File: src/idct_pkg.sv
/*
 * IDCT datapath types, the fixed-point cosine matrix and the controller
 * state encodings, shared by the engine, the fetch and write-back blocks
 */
package idct_pkg;

	typedef logic signed [15:0] sample_t;	// dequantized coefficient from SRAM
	typedef logic signed [15:0] coeff_t;	// cosine constant, x4096
	typedef logic signed [31:0] acc_t;	// product sum and block RAM word
	typedef logic [7:0] pixel_t;
	typedef logic [5:0] ram_addr_t;	// row * 8 + column

	// C[k][j] at index k*8 + j
	localparam coeff_t C_MATRIX [64] = '{
		1448,  2009,  1892,  1703,  1448,  1138,   784,   400,
		1448,  1703,   784,  -400, -1448, -2009, -1892, -1138,
		1448,  1138,  -784, -2009, -1448,   400,  1892,  1703,
		1448,   400, -1892, -1138,  1448,  1703,  -784, -2009,
		1448,  -400, -1892,  1138,  1448, -1703,  -784,  2009,
		1448, -1138,  -784,  2009, -1448,  -400,  1892, -1703,
		1448, -1703,   784,   400, -1448,  2009, -1892,  1138,
		1448, -2009,  1892, -1703,  1448, -1138,   784,  -400
	};

	localparam int PASS1_SHIFT = 8;
	localparam int PASS2_SHIFT = 16;

	typedef enum logic [1:0] {
		F_IDLE,
		F_READ,
		F_DRAIN,	// waiting for the last words from SRAM
		F_WAIT		// block in flight through engine and write-back
	} fetch_state_t;

	typedef enum logic [1:0] {E_IDLE, E_LOAD, E_CALC, E_DRAIN} engine_state_t;

	typedef enum logic [1:0] {W_IDLE, W_READ, W_DRAIN, W_DONE} wb_state_t;

endpackage

File: src/block_ram.sv
/*
 * 64 x 32 simple dual-port RAM for one 8x8 block.
 * Registered read, one cycle latency, read-during-write gives old data.
 */
`timescale 1ns/10ps

module block_ram (
	input  logic                Clock,
	input  logic                wr_en_i,
	input  idct_pkg::ram_addr_t wr_addr_i,
	input  idct_pkg::acc_t      wr_data_i,
	input  idct_pkg::ram_addr_t rd_addr_i,
	output idct_pkg::acc_t      rd_data_o
);

	idct_pkg::acc_t mem [64];

	always_ff @(posedge Clock) begin
		if (wr_en_i) begin
			mem[wr_addr_i] <= wr_data_i;
		end
		rd_data_o <= mem[rd_addr_i];
	end

endmodule

File: config.mk
export PLATFORM = sky130hd
export DESIGN_NAME = block_ram
export DESIGN_NICKNAME = d
export VERILOG_FILES = /design/src/idct_pkg.sv /design/src/block_ram.sv
export SDC_FILE = /design/constraint.sdc
export NUM_CORES = 2
export LEC_CHECK = 0
export BUFFER_PORTS_ARGS = -buffer_cell sky130_fd_sc_hd__buf_4
export CAP_MARGIN = 30
export CORE_ASPECT_RATIO = 1.2
export CORE_MARGIN = 8
export CORE_UTILIZATION = 35
export CTS_BUF_LIST = sky130_fd_sc_hd__clkbuf_8 sky130_fd_sc_hd__clkbuf_16
export DETAILED_ROUTE_END_ITERATION = 10
export PLACE_DENSITY = 0.61
export SETUP_SLACK_MARGIN = 0.1
export SLEW_MARGIN = 25
export SYNTH_ARGS = -nofsm -noshare
export SYNTH_HDL_FRONTEND = slang
export SYNTH_SLANG_ARGS = --single-unit
File: constraint.sdc
create_clock -name Clock -period 3.9 [get_ports Clock]
set_input_delay 0.78 -clock Clock [delete_from_list [all_inputs] [get_ports Clock]]
set_output_delay 0.78 -clock Clock [all_outputs]
set_load 0.01 [all_outputs]
==> results.cfg <==
[sta]
max_freq_mhz = 327
setup_viol = 0
tightest_slew_ns = 0.973
fin_crit_ns = 3.06
finalClockSkew_ns = 0.0213
drv_slew = 0
hold_viol = 0
relSlewSlack_pct = 34.9
rsz0062_at_grt = no
setup_tns_ns = 0
post-route-period-util_pct = 78.3

[clocking]
cts_root_buf = clkbuf_16
clk_path_buf_depth = 3
hold_buffers = 0
clkTransAtPathRegs_ns = 0.06
clock_sinks = 2080
h-tree-depth = 4
cts.repair.resized = 0
clock_latency_ns = 0.82
cts_setup_buffers = 0
cts_tree = built
numCtsBuffers = 188

[logic_synthesis]
netlist.area_leader.share_pct = 78.3
synth-simple-area-share_pct = 1.27
synth_flop_cell = edfxtp_1
synth_fa_ha_area_share_pct = 0
synth_compound_area_share_pct = 1.67
synth_edf_count = 2048
synth_nets = 3370
yosysTopAreaCell = edfxtp_1
postSynth.asyncResetShare_pct = 0
synth_warnings = 0
synthTopCellsByArea = edfxtp_1 (78%), mux4_2 (16%), mux2i_1 (1.2%)
synth_top_family_by_area = multiplexers
avgSynthCellArea_um2 = 23.6
synth_xor_xnor_area_share_pct = 0
synthMuxAreaShare_pct = 16.8
ys_ff_latch = 2080
syn-cell-area_um2 = 78500
seq_area_frac_synth_pct = 79.1
synthTopCellsByCount = edfxtp_1 (2048), mux4_2 (544), nor2_1 (137), mux2i_1 (93), o22ai_1 (84)
synthCells = 3324
synth_cell_types = 34
yosysMostFrequentCell = edfxtp_1

[final_layout]
n_fill_cell = 19200
drive_gt1_share_pct = 30.7
post_layout_nonfiller_instances = 6751
final_nets = 3659
syn_to_final_growth_pct = 15.6

[setup_path]
critPathMaxFanout = 43
crit_type = in2reg
critPathLaunchType = input port
required_ns = 4.52
critPathCaptureType = flip-flop
rr_worst_depth = 4
worstPathArrival_ns = 3.67

[place]
numPlacedInstances = 6398
gp_congestion = 0.762
hpwl_um = 116000
portBuffers = 77

[die]
die_area_um2 = 240000
rows = 190
die_w_um = 448
die_y_um = 535
initial_core_util_pct = 35.2
fp.coreArea_um2 = 223000
io_pins = 78

[min_path]
min_path_type = in2reg
worstHoldPathCells = 1

[outcome]
outcome = finished, final reports clean

[routing]
vias = 36800
vias_per_cell = 5.45
antenna_left = 0
wirelength_um = 208000
drt_iter0_drc = 3899
wire_per_inst_um = 30.8
first_pass_iters = 5
drcViolationCount = 0

[global_route]
grt_overflow_total = 0
antenna_found_initial = 15
grt_use_total_pct = 17.0
grt_pass1_wl_um = 290000
grt_max_degree = 65
grt_pass1_vias = 37700

[job]
drv_cap = 0

[power]
power.density_nw_per_um2 = 498
cellLeakagePower_nw = 28.2
irDropWorstVdd_mv = 0.421
[sequential cells by signal, summed over array words and instances, names as in the netlist]
name	count
mem	2048
rd_data_o	32
[power by group]
part,total [mW],internal (mW),switching [mW]
Clock,18.0,10.0,7.92
Combinational,2.35,0.925,1.43
Sequential,24.9,24.7,0.115
Total,45.2,35.7,9.46
[final timing paths]
path / start / endpoint / slack [ns]
worst max-delay path: rd_addr_i[1] / rd_data_o[25]$_DFF_P_ / 0.84
worst min-delay path: wr_data_i[18] / mem[14][18]$_DFFE_PP_ / 0.51
worst max register to register: mem[3][25]$_DFFE_PP_ / rd_data_o[25]$_DFF_P_ / 1.36
worst min register to register: mem[28][20]$_DFFE_PP_ / rd_data_o[20]$_DFF_P_ / 0.86
[per-stage QoR]
stage | setup slack, ns | hold slack (ns) | cell area [um2] | util, % | power [mW]
final | 0.845 | 0.507 | 90800 | 40.7 | 45.2
after global routing | 0.771 | 0.503 | 90700 | 40.7 | 46.4
after CTS | 0.979 | 0.448 | 90700 | 40.6 | 45.5
after detailed placement | 0.0916 | 0.849 | 84800 | 38.0 | 27.7
after global placement | 0.0621 | 0.846 | 84800 | 38.0 | 27.7
after floorplan | 0.468 | 0.663 | 78500 | - | 26.5
[logic make-up after synthesis]
family / after synthesis
AOI/OAI and AO/OA: 202
buffers and inverters: 182
DFF: 2080
muxes: 637
and+or+nand+nor: 223
[per-layer routing]
metal	wire (um)	GRT usage, %
met3	13400	3.42
met1	78400	20.9
met4	7510	6.21
met5	50	0
met2	108000	29.7
[layout by cell type, fill, tap and decap left out, types with 3 or more instances in the layout]
cell,netlist,final
clkbuf_16,0,193
or3b_2,3,3
nor2b_1,15,15
nand2_1,26,26
a22oi_1,12,12
nor2_4,0,62
a41o_1,4,4
o221ai_1,27,27
or3_1,3,3
bufinv_16,0,14
nand3_1,5,5
buf_12,0,63
a311oi_1,8,8
clkinv_1,0,25
clkinv_2,0,30
dfxtp_1,32,32
buf_4,25,213
o32ai_1,4,4
diode_2,0,12
and3_1,4,4
mux2i_1,93,93
o22ai_1,84,84
nand2b_1,8,7
nor2_1,137,75
a21oi_1,62,62
mux4_2,544,544
edfxtp_1,2048,2048
inv_1,0,55
nand3b_1,5,5
clkbuf_8,0,10
inv_6,0,7
buf_8,0,3
nor3_1,7,5
[area by class of cell]
| type | count | area, um2 | area share, % |
|---|---|---|---|
| multi-input combinational | 1062 | 16000 | 17.6 |
| clock inverter | 137 | 997 | 1.10 |
| clock buffer | 203 | 4970 | 5.47 |
| tap | 2976 | 3720 | 4.10 |
| sequential | 2080 | 62100 | 68.5 |
| antenna | 12 | 30.0 | 0.0331 |
| timing repair buffer | 281 | 2920 | 3.22 |
[worst max-delay path, cell delays in order]
cell and delay (ns):
buf_8 0.47, buf_4 0.49, mux4_2 0.37, mux4_2 0.48
o22ai_1 0.76, nor2_1 0.25
Power figures use the tool's default switching activity.
