File: src/idct_pkg.sv
/*
 * IDCT datapath types, the fixed-point cosine matrix and the controller
 * state encodings, shared by the engine, the fetch and write-back blocks
 */
package idct_pkg;

	typedef logic signed [15:0] sample_t;	// dequantized coefficient from SRAM
	typedef logic signed [15:0] coeff_t;	// cosine constant, x4096
	typedef logic signed [31:0] acc_t;	// product sum and block RAM word
	typedef logic [7:0] pixel_t;
	typedef logic [5:0] ram_addr_t;	// row * 8 + column

	// C[k][j] at index k*8 + j
	localparam coeff_t C_MATRIX [64] = '{
		1448,  2009,  1892,  1703,  1448,  1138,   784,   400,
		1448,  1703,   784,  -400, -1448, -2009, -1892, -1138,
		1448,  1138,  -784, -2009, -1448,   400,  1892,  1703,
		1448,   400, -1892, -1138,  1448,  1703,  -784, -2009,
		1448,  -400, -1892,  1138,  1448, -1703,  -784,  2009,
		1448, -1138,  -784,  2009, -1448,  -400,  1892, -1703,
		1448, -1703,   784,   400, -1448,  2009, -1892,  1138,
		1448, -2009,  1892, -1703,  1448, -1138,   784,  -400
	};

	localparam int PASS1_SHIFT = 8;
	localparam int PASS2_SHIFT = 16;

	typedef enum logic [1:0] {
		F_IDLE,
		F_READ,
		F_DRAIN,	// waiting for the last words from SRAM
		F_WAIT		// block in flight through engine and write-back
	} fetch_state_t;

	typedef enum logic [1:0] {E_IDLE, E_LOAD, E_CALC, E_DRAIN} engine_state_t;

	typedef enum logic [1:0] {W_IDLE, W_READ, W_DRAIN, W_DONE} wb_state_t;

endpackage

File: src/sram_map_pkg.sv
/*
 * External SRAM layout for one luminance frame: coefficient and pixel
 * regions, image size in 8x8 blocks and the read latency of the part
 */
package sram_map_pkg;

	typedef logic [17:0] sram_addr_t;
	typedef logic [15:0] sram_data_t;

	localparam int IMG_BLOCKS_X = 2;
	localparam int IMG_BLOCKS_Y = 2;

	localparam sram_addr_t COEF_BASE = 18'd0;	// one coefficient per word
	localparam sram_addr_t PIX_BASE = 18'd1024;	// two pixels per word, even col high

	localparam sram_addr_t COEF_ROW_STRIDE = sram_addr_t'(IMG_BLOCKS_X * 8);
	localparam sram_addr_t PIX_ROW_STRIDE = sram_addr_t'(IMG_BLOCKS_X * 4);

	localparam int SRAM_READ_LATENCY = 2;

endpackage

File: src/block_fetch.sv
/*
 * Frame sequencer. Walks the blocks in raster order, streams one block of
 * coefficients from SRAM into the coefficient RAM per block and pulses
 * frame_done_o after the last block has been written back.
 */
`timescale 1ns/10ps

module block_fetch (
	input  logic                    Clock,
	input  logic                    Resetn,
	input  logic                    start_i,
	input  logic                    wb_done_i,
	output sram_map_pkg::sram_addr_t sram_addr_o,
	input  sram_map_pkg::sram_data_t sram_read_data_i,
	output logic                    ram_wr_en_o,
	output idct_pkg::ram_addr_t     ram_wr_addr_o,
	output idct_pkg::acc_t          ram_wr_data_o,
	output logic                    fetch_done_o,
	output logic [1:0]              blk_x_o,
	output logic [1:0]              blk_y_o,
	output logic                    frame_done_o
);

	idct_pkg::fetch_state_t state;
	idct_pkg::ram_addr_t rd_cnt;	// coefficient being requested
	logic [sram_map_pkg::SRAM_READ_LATENCY-1:0] vld_pipe;
	logic last_blk;

	assign sram_addr_o = sram_map_pkg::COEF_BASE
		+ sram_map_pkg::sram_addr_t'({blk_y_o, rd_cnt[5:3]}) * sram_map_pkg::COEF_ROW_STRIDE
		+ sram_map_pkg::sram_addr_t'({blk_x_o, rd_cnt[2:0]});

	// data of a read lines up with the tail of the valid pipe
	assign ram_wr_en_o = vld_pipe[sram_map_pkg::SRAM_READ_LATENCY-1];
	assign ram_wr_data_o = idct_pkg::acc_t'(idct_pkg::sample_t'(sram_read_data_i));

	assign last_blk = (blk_x_o == 2'(sram_map_pkg::IMG_BLOCKS_X - 1))
		&& (blk_y_o == 2'(sram_map_pkg::IMG_BLOCKS_Y - 1));

	always_ff @(posedge Clock or negedge Resetn) begin
		if (!Resetn) begin
			state <= idct_pkg::F_IDLE;
			rd_cnt <= '0;
			vld_pipe <= '0;
			ram_wr_addr_o <= '0;
			blk_x_o <= '0;
			blk_y_o <= '0;
			fetch_done_o <= 1'b0;
			frame_done_o <= 1'b0;
		end else begin
			fetch_done_o <= 1'b0;
			frame_done_o <= 1'b0;
			vld_pipe <= {vld_pipe[sram_map_pkg::SRAM_READ_LATENCY-2:0],
				(state == idct_pkg::F_READ)};
			if (ram_wr_en_o) begin
				ram_wr_addr_o <= ram_wr_addr_o + 6'd1;	// wraps to 0 after each block
			end
			case (state)
				idct_pkg::F_IDLE: begin
					if (start_i) begin
						blk_x_o <= '0;
						blk_y_o <= '0;
						rd_cnt <= '0;
						ram_wr_addr_o <= '0;
						state <= idct_pkg::F_READ;
					end
				end
				idct_pkg::F_READ: begin
					rd_cnt <= rd_cnt + 6'd1;
					if (rd_cnt == 6'd63) begin
						state <= idct_pkg::F_DRAIN;
					end
				end
				idct_pkg::F_DRAIN: begin
					if (ram_wr_en_o && (ram_wr_addr_o == 6'd63)) begin
						fetch_done_o <= 1'b1;
						state <= idct_pkg::F_WAIT;
					end
				end
				idct_pkg::F_WAIT: begin
					if (wb_done_i) begin
						if (last_blk) begin
							frame_done_o <= 1'b1;
							state <= idct_pkg::F_IDLE;
						end else begin
							// raster order, x first
							if (blk_x_o == 2'(sram_map_pkg::IMG_BLOCKS_X - 1)) begin
								blk_x_o <= '0;
								blk_y_o <= blk_y_o + 2'd1;
							end else begin
								blk_x_o <= blk_x_o + 2'd1;
							end
							rd_cnt <= '0;
							state <= idct_pkg::F_READ;
						end
					end
				end
				default: state <= idct_pkg::F_IDLE;
			endcase
		end
	end

endmodule

File: config.mk
export PLATFORM = sky130hd
export DESIGN_NAME = block_fetch
export DESIGN_NICKNAME = d
export VERILOG_FILES = /design/src/idct_pkg.sv /design/src/sram_map_pkg.sv /design/src/block_fetch.sv
export SDC_FILE = /design/constraint.sdc
export NUM_CORES = 1
export LEC_CHECK = 0
export BUFFER_PORTS_ARGS = -buffer_cell sky130_fd_sc_hd__buf_2
export CAP_MARGIN = 20
export CORE_MARGIN = 1.5
export CORE_UTILIZATION = 45
export DETAILED_ROUTE_END_ITERATION = 6
export PLACE_DENSITY = 0.8
export SLEW_MARGIN = 30
export SYNTH_ARGS = -nofsm -noshare
export SYNTH_HDL_FRONTEND = slang
export SYNTH_SLANG_ARGS = --single-unit
File: constraint.sdc
create_clock -name Clock -period 2.4 [get_ports Clock]
set_input_delay 0.48 -clock Clock [delete_from_list [all_inputs] [get_ports Clock]]
set_output_delay 0.48 -clock Clock [all_outputs]
set_load 0.03 [all_outputs]
==> impl_metrics.env <==
export IMPL_status="finished clean"
export IMPL_grt_start_max_net_pins=23
export IMPL_postSynthCellCount=169
export IMPL_vias_per_cell=4.90
export IMPL_critPathLaunchType="register"
export IMPL_cts_resized=0
export IMPL_postRouteWirelength_um=2410
export IMPL_grt_pass1_wl_um=4250
export IMPL_ys_top_cells_by_count="buf_4, dfrtp_1, nand2_1, nand3_1, ha_1"
export IMPL_cts_clk_slew_worst_paths_ns=0.12
export IMPL_io_buffers=26
export IMPL_grt_busiest_layer="met2"
export IMPL_grtUsageMet2=0.257
export IMPL_final_cells=209
export IMPL_clkPwrFrac=0.341
export IMPL_fmax_ghz=0.451
export IMPL_postCtsHoldBufs=0
export IMPL_critPathMaxFanout=9
export IMPL_synthFlopType="dfrtp_1"
export IMPL_crit_arrival_ns=2.48
export IMPL_drcViolationCount=0
export IMPL_maxCapViolations=0
export IMPL_combPwrFrac=0.043
export IMPL_die_w_um=61.9
export IMPL_grt_remaining_overflow=0
export IMPL_required_ns=2.66
export IMPL_ios=83
export IMPL_hold_path_class="in -> async"
export IMPL_swShare=0.227
export IMPL_routabilityCongestion=0.798
export IMPL_dp_hpwl_um=1900
export IMPL_async_flop_share=1.00
export IMPL_num_rows=21
export IMPL_fillerInstances=336
export IMPL_fin_crit_ns=2.22
export IMPL_first_iter_violations=23
export IMPL_drtPass1Iterations=4
export IMPL_cts_made_buffers=3
export IMPL_fin_nets=195
export IMPL_wire_per_inst_um=11.5
export IMPL_netlist_area_um2=1560
export IMPL_p_seq_frac=0.616
export IMPL_placed_area_um2=1460
export IMPL_clkLatencyLatePin_ns=0.31
export IMPL_rsz0062_at_grt="no"
export IMPL_endpoint_kind="register"
export IMPL_cts_tree="yes"
export IMPL_area_growth_pct=-4.01
export IMPL_design_area_um2=1500
export IMPL_clockBufferDepth=2
export IMPL_hold_viol=0
export IMPL_vdd_ir_drop_max_v=0.000148
export IMPL_grt_use_total=0.146
export IMPL_synth_top_area_cell="dfrtp_1"
export IMPL_clock_sinks=22
export IMPL_slew_viol_final=0
export IMPL_grtUsageMet1=0.176
export IMPL_switching_power_mw=0.137
export IMPL_synth_edff_count=0
export IMPL_p_int_mw=0.465
export IMPL_ys_seq_area_frac=0.353
export IMPL_setup_tns_ns=0
export IMPL_yosysWarnings=0
export IMPL_fin_crit_sh=0.925
export IMPL_synth_seq_cells=22
export IMPL_core_area_um2=3340
export IMPL_postRouteAntennaNets=0
export IMPL_synth_cell_types=37
export IMPL_antenna_found_initial=0
export IMPL_root_buffer="clkbuf_4"
export IMPL_crit_type="reg -> reg"
export IMPL_antenna_cells=0
export IMPL_yosysMostFrequentCell="buf_4"
export IMPL_dr_total_vias=1024
export IMPL_synth_top_area_share=0.353
export IMPL_synth_avg_cell_area_um2=9.23
export IMPL_cts_htree_levels=1
export IMPL_die_h_um=61.9
export IMPL_die_area_um2=3830
export IMPL_synth_area_leaders="dfrtp_1, buf_4, ha_1, nand3_1, nand2_1"
export IMPL_grtUsageMet3=0.0207
export IMPL_initial_core_util=0.468
export IMPL_drive_gt1_frac=0.227
export IMPL_cts_setup_buffers=0
export IMPL_setup_violations=0
export IMPL_grt_pass1_vias=1008
export IMPL_cellPowerDensity_nw_per_um2=402
export IMPL_place_inst=205
export IMPL_skew_ns=0.00336
export IMPL_leakage_nw=0.775
final cells by class:
cell class	count	area [um^2]	share of cell area
clock buffers	4	36.3	0.0242
inverters	6	22.5	0.0150
multi-input cells	101	671	0.448
flip-flops and latches	22	551	0.368
well taps	46	57.6	0.0384
repair buffers	30	160	0.107
flip-flops by register name (all words and copies together) (netlist names):
| register | flops |
|---|---|
| blk_y_o | 2 |
| fetch_done_o | 1 |
| frame_done_o | 1 |
| ram_wr_addr_o | 6 |
| rd_cnt | 6 |
| vld_pipe | 2 |
| state | 2 |
| blk_x_o | 2 |
layout by cell type (no fill, tap or decap), drive strengths merged, types with 2 or more instances in the layout:
cell type,instances
nor3,2
nand3,12
dfrtp,22
ha,11
or4b,2
nor2,8
clkbuf,4
inv,6
xor2,4
nor2b,3
nand3b,2
nand4b,2
mux2,2
buf,30
nand2,14
o21ai,5
mux2i,2
and2,2
a21oi,4
nand4,2
xnor2,3
conb,8
through the flow:
step	worst slack, ns	hold slack, ns	power, mW	utilization
3_3_place_gp	0.249	0.338	0.404	0.438
3_5_place_dp	0.193	0.345	0.404	0.438
4_1_cts	0.174	0.122	0.607	0.449
2_1_floorplan	0.0715	0.184	0.504	-
6_report	0.181	0.110	0.602	0.449
5_1_grt	0.0862	0.140	0.620	0.449
path summary, 6_finish.rpt:
kind                                to  slack [ns]  cells past startpoint   startpoint
max                          rd_cnt[5]        0.18                      5     state[1]
min                        vld_pipe[0]        0.11                      1       Resetn
max reg2reg                  rd_cnt[5]        0.18                      5     state[1]
min reg2reg                vld_pipe[1]        0.37                      0  vld_pipe[0]
max in group asynchronous   blk_x_o[1]        1.96                      1       Resetn
min in group Clock         vld_pipe[1]        0.37                      0  vld_pipe[0]
routing by layer:
layer  vias to the layer above  share of wire
li1                        506              -
met1                       484           0.44
met3                         8          0.053
met5                         -              0
met4                         0          0.021
met2                        26           0.49
worst max-delay path, stage by stage, from the launching register on:
cell	delay, ns
dfrtp_1	0.44
ha_1	0.29
and4b_4	0.25
or4_1	0.57
or4b_1	0.52
nand3_1	0.09
cells by family (layout without fill, tap and decap cells):
| kind of cell | count (synthesis) | count (layout) | share of synthesized area |
|---|---|---|---|
| muxes | 4 | 4 | 0.0273 |
| buffers and inverters | 53 | 40 | 0.234 |
| DFF | 22 | 22 | 0.353 |
| adders and majority gates | 11 | 11 | 0.0882 |
| AOI/OAI and AO/OA | 15 | 15 | 0.0610 |
| other | 1 | 8 | 0.00240 |
| xor gates and xnor gates | 7 | 7 | 0.0393 |
| and+or+nand+nor | 56 | 56 | 0.195 |
power by group through the flow:
stage               clock, mW  sequential (mW)  combinational (mW)
global placement            0            0.378              0.0265
detailed placement          0            0.378              0.0266
global route            0.220            0.371              0.0292
finish                  0.205            0.371              0.0262
floorplan                   0            0.378               0.126
CTS                     0.210            0.371              0.0265
Power figures use the tool's default switching activity.
