`src/idct_pkg.sv`:
```
/*
 * IDCT datapath types, the fixed-point cosine matrix and the controller
 * state encodings, shared by the engine, the fetch and write-back blocks
 */
package idct_pkg;

	typedef logic signed [15:0] sample_t;	// dequantized coefficient from SRAM
	typedef logic signed [15:0] coeff_t;	// cosine constant, x4096
	typedef logic signed [31:0] acc_t;	// product sum and block RAM word
	typedef logic [7:0] pixel_t;
	typedef logic [5:0] ram_addr_t;	// row * 8 + column

	// C[k][j] at index k*8 + j
	localparam coeff_t C_MATRIX [64] = '{
		1448,  2009,  1892,  1703,  1448,  1138,   784,   400,
		1448,  1703,   784,  -400, -1448, -2009, -1892, -1138,
		1448,  1138,  -784, -2009, -1448,   400,  1892,  1703,
		1448,   400, -1892, -1138,  1448,  1703,  -784, -2009,
		1448,  -400, -1892,  1138,  1448, -1703,  -784,  2009,
		1448, -1138,  -784,  2009, -1448,  -400,  1892, -1703,
		1448, -1703,   784,   400, -1448,  2009, -1892,  1138,
		1448, -2009,  1892, -1703,  1448, -1138,   784,  -400
	};

	localparam int PASS1_SHIFT = 8;
	localparam int PASS2_SHIFT = 16;

	typedef enum logic [1:0] {
		F_IDLE,
		F_READ,
		F_DRAIN,	// waiting for the last words from SRAM
		F_WAIT		// block in flight through engine and write-back
	} fetch_state_t;

	typedef enum logic [1:0] {E_IDLE, E_LOAD, E_CALC, E_DRAIN} engine_state_t;

	typedef enum logic [1:0] {W_IDLE, W_READ, W_DRAIN, W_DONE} wb_state_t;

endpackage

```
`src/c_coeff_rom.sv`:
```
/*
 * Cosine lookup with two independent read ports, one per multiplier.
 * Purely combinational, index is (k, j) into the C matrix.
 */
`timescale 1ns/10ps

module c_coeff_rom (
	input  logic [2:0]       row0_i,
	input  logic [2:0]       col0_i,
	input  logic [2:0]       row1_i,
	input  logic [2:0]       col1_i,
	output idct_pkg::coeff_t c0_o,
	output idct_pkg::coeff_t c1_o
);

	logic [5:0] idx0;
	logic [5:0] idx1;

	assign idx0 = {row0_i, col0_i};	// k*8 + j
	assign idx1 = {row1_i, col1_i};

	assign c0_o = idct_pkg::C_MATRIX[idx0];
	assign c1_o = idct_pkg::C_MATRIX[idx1];

endmodule

```
`src/idct_engine.sv`:
```
/*
 * Two-pass 8x8 IDCT with two multipliers. Pass 1 writes T transposed into
 * t_ram so both passes read a source row and produce C[k][o] weighted sums.
 * Pass 2 shifts, clips to 0..255 and writes pixels row-major.
 */
`timescale 1ns/10ps

module idct_engine (
	input  logic                Clock,
	input  logic                Resetn,
	input  logic                start_i,
	output idct_pkg::ram_addr_t coef_rd_addr_o,
	input  idct_pkg::acc_t      coef_rd_data_i,
	output logic                t_wr_en_o,
	output idct_pkg::ram_addr_t t_wr_addr_o,
	output idct_pkg::acc_t      t_wr_data_o,
	output idct_pkg::ram_addr_t t_rd_addr_o,
	input  idct_pkg::acc_t      t_rd_data_i,
	output logic                pix_wr_en_o,
	output idct_pkg::ram_addr_t pix_wr_addr_o,
	output idct_pkg::acc_t      pix_wr_data_o,
	output logic                done_o
);

	idct_pkg::engine_state_t state;
	logic pass2;
	logic [7:0] cyc;	// {source row, output index, product pair}
	logic [3:0] ld_cnt;
	logic [2:0] r;
	logic [2:0] o;
	logic [1:0] kp;
	logic calc_last;
	idct_pkg::acc_t row_buf [8];
	idct_pkg::acc_t nxt_buf [8];	// next source row, prefetched during calc
	idct_pkg::acc_t src_data;
	idct_pkg::acc_t acc;
	idct_pkg::acc_t prod0;
	idct_pkg::acc_t prod1;
	idct_pkg::acc_t mac_sum;
	idct_pkg::acc_t t_val;
	idct_pkg::acc_t pix_shift;
	idct_pkg::coeff_t c0;
	idct_pkg::coeff_t c1;
	idct_pkg::pixel_t pix_val;
	idct_pkg::ram_addr_t rd_addr;
	idct_pkg::ram_addr_t wr_addr;
	idct_pkg::acc_t wr_data;

	assign {r, o, kp} = cyc;
	assign calc_last = (state == idct_pkg::E_CALC) && (kp == 2'd3);

	// row 0 while loading, otherwise the row after the current one
	assign rd_addr = (state == idct_pkg::E_LOAD) ? {3'd0, ld_cnt[2:0]} : {r + 3'd1, o};
	assign coef_rd_addr_o = rd_addr;
	assign t_rd_addr_o = rd_addr;
	assign src_data = pass2 ? t_rd_data_i : coef_rd_data_i;

	c_coeff_rom u_rom (
		.row0_i ({kp, 1'b0}),
		.col0_i (o),
		.row1_i ({kp, 1'b1}),
		.col1_i (o),
		.c0_o   (c0),
		.c1_o   (c1)
	);

	assign prod0 = row_buf[{kp, 1'b0}] * c0;
	assign prod1 = row_buf[{kp, 1'b1}] * c1;
	assign mac_sum = acc + prod0 + prod1;
	assign t_val = mac_sum >>> idct_pkg::PASS1_SHIFT;
	assign pix_shift = mac_sum >>> idct_pkg::PASS2_SHIFT;

	always_comb begin
		if (pix_shift < 0)
			pix_val = 8'd0;
		else if (pix_shift > 255)
			pix_val = 8'd255;
		else
			pix_val = pix_shift[7:0];
	end

	assign t_wr_addr_o = wr_addr;
	assign t_wr_data_o = wr_data;
	assign pix_wr_addr_o = wr_addr;
	assign pix_wr_data_o = wr_data;

	always_ff @(posedge Clock or negedge Resetn) begin
		if (!Resetn) begin
			state <= idct_pkg::E_IDLE;
			pass2 <= 1'b0;
			cyc <= '0;
			ld_cnt <= '0;
			t_wr_en_o <= 1'b0;
			pix_wr_en_o <= 1'b0;
			done_o <= 1'b0;
		end else begin
			done_o <= 1'b0;
			t_wr_en_o <= calc_last && !pass2;
			pix_wr_en_o <= calc_last && pass2;
			case (state)
				idct_pkg::E_IDLE: begin
					if (start_i) begin
						pass2 <= 1'b0;
						ld_cnt <= '0;
						state <= idct_pkg::E_LOAD;
					end
				end
				idct_pkg::E_LOAD: begin
					ld_cnt <= ld_cnt + 4'd1;
					if (ld_cnt == 4'd8) begin
						cyc <= '0;
						state <= idct_pkg::E_CALC;
					end
				end
				idct_pkg::E_CALC: begin
					cyc <= cyc + 8'd1;
					if (cyc == 8'hff) begin
						if (pass2) begin
							state <= idct_pkg::E_DRAIN;
						end else begin
							pass2 <= 1'b1;
							ld_cnt <= '0;
							state <= idct_pkg::E_LOAD;
						end
					end
				end
				idct_pkg::E_DRAIN: begin	// last pixel write in this cycle
					done_o <= 1'b1;
					state <= idct_pkg::E_IDLE;
				end
				default: state <= idct_pkg::E_IDLE;
			endcase
		end
	end

	always_ff @(posedge Clock) begin
		if (calc_last) begin
			wr_addr <= {o, r};	// transposed store
			wr_data <= pass2 ? idct_pkg::acc_t'(pix_val) : t_val;
		end
		if ((state == idct_pkg::E_LOAD) && (ld_cnt != 4'd0)) begin
			row_buf[ld_cnt[2:0] - 3'd1] <= src_data;	// entry 7 when ld_cnt is 8
		end
		if (state == idct_pkg::E_CALC) begin
			acc <= (kp == 2'd3) ? '0 : mac_sum;
			if (kp == 2'd1) begin
				nxt_buf[o] <= src_data;
			end
			if ((o == 3'd7) && (kp == 2'd3)) begin
				row_buf <= nxt_buf;
			end
		end else begin
			acc <= '0;
		end
	end

endmodule

```
`config.mk`:
```
export PLATFORM = sky130hd
export DESIGN_NAME = idct_engine
export DESIGN_NICKNAME = d
export VERILOG_FILES = /design/src/idct_pkg.sv /design/src/c_coeff_rom.sv /design/src/idct_engine.sv
export SDC_FILE = /design/constraint.sdc
export NUM_CORES = 2
export LEC_CHECK = 0
export BUFFER_PORTS_ARGS = -buffer_cell sky130_fd_sc_hd__buf_2
export CORE_UTILIZATION = 63
export DETAILED_ROUTE_END_ITERATION = 16
export PLACE_DENSITY_LB_ADDON = 0.05
export SETUP_SLACK_MARGIN = 0.05
export SYNTH_ARGS = -nofsm -noshare
export SYNTH_HDL_FRONTEND = slang
export SYNTH_HIERARCHICAL = 1
export SYNTH_SLANG_ARGS = --single-unit
```
`constraint.sdc`:
```
create_clock -name Clock -period 24.6 [get_ports Clock]
set_input_delay 2.46 -clock Clock [delete_from_list [all_inputs] [get_ports Clock]]
set_output_delay 2.46 -clock Clock [all_outputs]
set_load 0.01 [all_outputs]
```
==> run summary <==
The flow ran to the end, and the final reports show no timing, DRC or antenna violations. The detail route stage leaves a number of antenna-violating nets equal to 0. After detailed placement, the total cell area comes to 0.0509 mm^2.

The actual slew at the worst max-slew pin came out at 1.23 ns. The standard-cell row count came out at 102. The number of synthesized flops with an enable pin is 286.

The mean routed wirelength per cell is 21.1 um. The worst setup skew after layout came out at 0.0430 ns. The first TritonRoute pass finished after 6 iterations.

The core area came out at 0.0780 mm^2. The die is 284 um wide. STA puts the critical path data required time at 24.99 ns.

The async set-reset flop share out of synthesis is 0.0304. On the worst path, the slowest cell contributes a delay of 0.85 ns. The overall track demand over capacity in global routing came out at 0.333.

The number of gates given a new drive strength after cts came out at 0. For this run, the top clock speed supported by timing is 0.0902 GHz. By area the synthesized netlist is led by sky130_fd_sc_hd__fa_1, sky130_fd_sc_hd__edfxtp_1, sky130_fd_sc_hd__dfxtp_1, sky130_fd_sc_hd__nand2_1, sky130_fd_sc_hd__inv_1. Buffers inserted during clock tree synthesis total 61. The cell count after synthesis is 5219.

The final standard cell area without fillers came out at 0.0530 mm^2. The total clock sinks is 592. For this run, design rule violations remaining after detail routing come to 0. The biggest area contributor in the post-synthesis netlist is sky130_fd_sc_hd__fa_1. The max-slew headroom at the worst pin came out at 0.178.

The synthesized area per cell is 9.59 um^2. In this run the worst hold path is classified as flip-flop to flip-flop. The root buffer cell chosen for the clock tree is sky130_fd_sc_hd__clkbuf_16. The accumulated negative setup slack is 0 ns. The cell that appears most often on the critical path is sky130_fd_sc_hd__fa_1. In the final layout, the share of cells above drive strength 1 is 0.0847.

Yosys printed 6 warnings. The area enclosed by the die boundary is 0.0806 mm^2. The placer's final routability congestion estimate came out at 0.933. For this block, the via count after detailed routing is 36000. The maximum clock path buffer count is 3. The number of global-route vias before repair came out at 36800.

In the final design database the tool counted 6050 nets. The most used flip-flop cell after synthesis is sky130_fd_sc_hd__dfxtp_1. The part of the cycle the worst path needs is 0.451. The total routed wirelength came out at 131 mm. The share of the yosys chip area belonging to registers is 0.296. The area of the mapped netlist is 0.0500 mm^2. Counting distinct cell types in the post-synthesis netlist gives 75. The share of Yosys cell area claimed by the top area cell type came out at 0.278. The clock tree synthesis step divided the H-tree into 2 levels. The wire length of the first global-routing pass is 207 mm. The number of hold-slack violations in the final timing report came to 0.

The clock latency on the worst-skew pair is 0.64 ns. The kind of start point of the critical path is a flip-flop. The wire-length estimate of the detail-placed layout is 93.0 mm. The final-report max-slew violation count is 0. After clock tree synthesis, the flow added hold-fix buffers numbering 0.

The tool flagged a number of max-cap violations equal to 0. Entering global routing, the biggest net connects 285 pins. The number of DRC markers after the initial detailed-route iteration came out at 3078.

The number of antenna violations at the first check in global routing came out at 4. STA classifies the critical path endpoint as a flip-flop. On the critical path, the stage with the largest delay is an instance of sky130_fd_sc_hd__mux4_2. For the finished layout, the period the worst path requires is 11.09 ns. Data on the critical path arrives at its endpoint at 11.48 ns. In this run the worst path has a maximum fanout of 31.

The initial utilization of the core area, before any placement, comes to 0.642. The post-CTS setup-driven buffer insertion count is 0. The average via count per standard cell is 5.80.

Synthesis inferred 592 register bits. TritonCTS built the clock tree. Setup violations remaining at the end of the flow were counted as 0.

Setup repair after global routing left no endpoint under its margin. Measured along the y axis, the die boundary spans 284 um. The count of input and output buffers came out at 157. The I/O pin total came out at 158.

For this run the aggregate overflow at the end of global routing stands at 0. The clock transition time at the flip-flop clock pins of the worst setup and hold paths came out at 0.07 ns. The synthesis-to-layout area growth came out at 5.82%.

The category of the most critical setup path is flip-flop to flip-flop.
through the flow:
step	hold WS, ns	std cells	util	setup slack (ns)
2_1_floorplan	0.418	5223	-	14.80
3_5_place_dp	0.427	6100	0.653	13.73
3_3_place_gp	0.419	6100	0.653	13.78
5_1_grt	0.455	6214	0.679	12.88
4_1_cts	0.430	6214	0.679	13.65
6_report	0.427	6216	0.679	13.51
path summary, 6_finish.rpt:
| check | startpoint | to | slack [ns] | cells after the start |
|---|---|---|---|---|
| min in group asynchronous | Resetn | done_o | 1.76 | 1 |
| max in group asynchronous | Resetn | cyc[0] | 22.50 | 1 |
| hold / removal | nxt_buf[165] | row_buf[165] | 0.43 | 2 |
| hold reg to reg | nxt_buf[165] | row_buf[165] | 0.43 | 2 |
| setup reg to reg | cyc[3] | pix_wr_data_o[0] | 13.51 | 29 |
| setup / recovery | cyc[3] | pix_wr_data_o[0] | 13.51 | 29 |
sequential cells by signal, indices dropped and copies added (netlist names):
register	cells
ld_cnt	4
pix_wr_data_o	24
nxt_buf	256
pix_wr_addr_o	6
pix_wr_en_o	1
row_buf	256
t_wr_en_o	1
cyc	8
pass2	1
done_o	1
state	2
acc	32
layout make-up:
type / instances / area (um^2)
fill: 6223 / 25000
tap: 1040 / 1300
sequential: 592 / 14800
clock buffer: 83 / 1700
clock inverter: 31 / 342
timing repair buffer: 204 / 1150
antenna: 2 / 5.00
multi-input combinational: 3462 / 30600
inverter: 802 / 3010
kinds of logic (layout without fill, tap and decap cells):
| group | Yosys count | after routing | synth area share |
|---|---|---|---|
| flip-flops | 592 | 592 | 0.296 |
| adder cells (fa/ha/maj) | 860 | 860 | 0.319 |
| multiplexers | 131 | 131 | 0.0474 |
| AND/OR/NAND/NOR | 1610 | 1610 | 0.142 |
| XOR/XNOR | 95 | 95 | 0.0176 |
| buffers and inverters | 1169 | 1120 | 0.0952 |
| other | 2 | 8 | 0.000150 |
| AO/OA/AOI/OAI | 760 | 760 | 0.0827 |
synthesized netlist by cell type, drive strengths merged, types with 8 or more instances:
master  count
a31oi      16
a21o       14
nand2b     35
o22a        8
mux4       84
nor2      323
nor3       17
xor2       24
xnor2      69
a21oi     264
dfxtp     288
buf       121
o211ai      9
nor2b      20
o21ai     378
inv       800
mux2i      40
a211oi     11
o21a        8
fa        695
edfxtp    286
nand2     860
clkbuf    246
o31ai       8
and2      299
nand3      20
ha        165
dfrtp      18
routing by layer:
| layer | track usage | share of wire |
|---|---|---|
| met3 | 0.0471 | 0.072 |
| met5 | 0 | 0 |
| met1 | 0.435 | 0.39 |
| met4 | 0.123 | 0.040 |
| met2 | 0.567 | 0.50 |
layout by cell type (no fill, tap or decap), types with 20 or more instances in the layout:
master                        n
sky130_fd_sc_hd__and2_1     299
sky130_fd_sc_hd__clkbuf_16   62
sky130_fd_sc_hd__buf_4       46
sky130_fd_sc_hd__inv_1      799
sky130_fd_sc_hd__xor2_1      22
sky130_fd_sc_hd__edfxtp_1   286
sky130_fd_sc_hd__a21oi_1    263
sky130_fd_sc_hd__nand3_1     20
sky130_fd_sc_hd__dfxtp_1    288
sky130_fd_sc_hd__xnor2_1     68
sky130_fd_sc_hd__nand2b_1    35
sky130_fd_sc_hd__o21ai_0    373
sky130_fd_sc_hd__nand2_1    852
sky130_fd_sc_hd__buf_2      157
sky130_fd_sc_hd__mux2i_1     39
sky130_fd_sc_hd__mux4_2      84
sky130_fd_sc_hd__ha_1       165
sky130_fd_sc_hd__nor2b_1     20
sky130_fd_sc_hd__nor2_1     316
sky130_fd_sc_hd__fa_1       695
worst max-delay path: cells and delay by family, from the launching register on:
kind | cells | cell delay (ns)
buffers and inverters | 6 | 0.88
AOI/OAI and AO/OA | 6 | 2.00
adders and majority gates | 10 | 4.82
muxes | 1 | 0.85
DFF | 1 | 0.79
and+or+nand+nor | 5 | 1.19
xor gates and xnor gates | 1 | 0.26
Power is not shown: default switching activity piles up to over one toggle a cycle in this logic, so the estimate is an artifact.
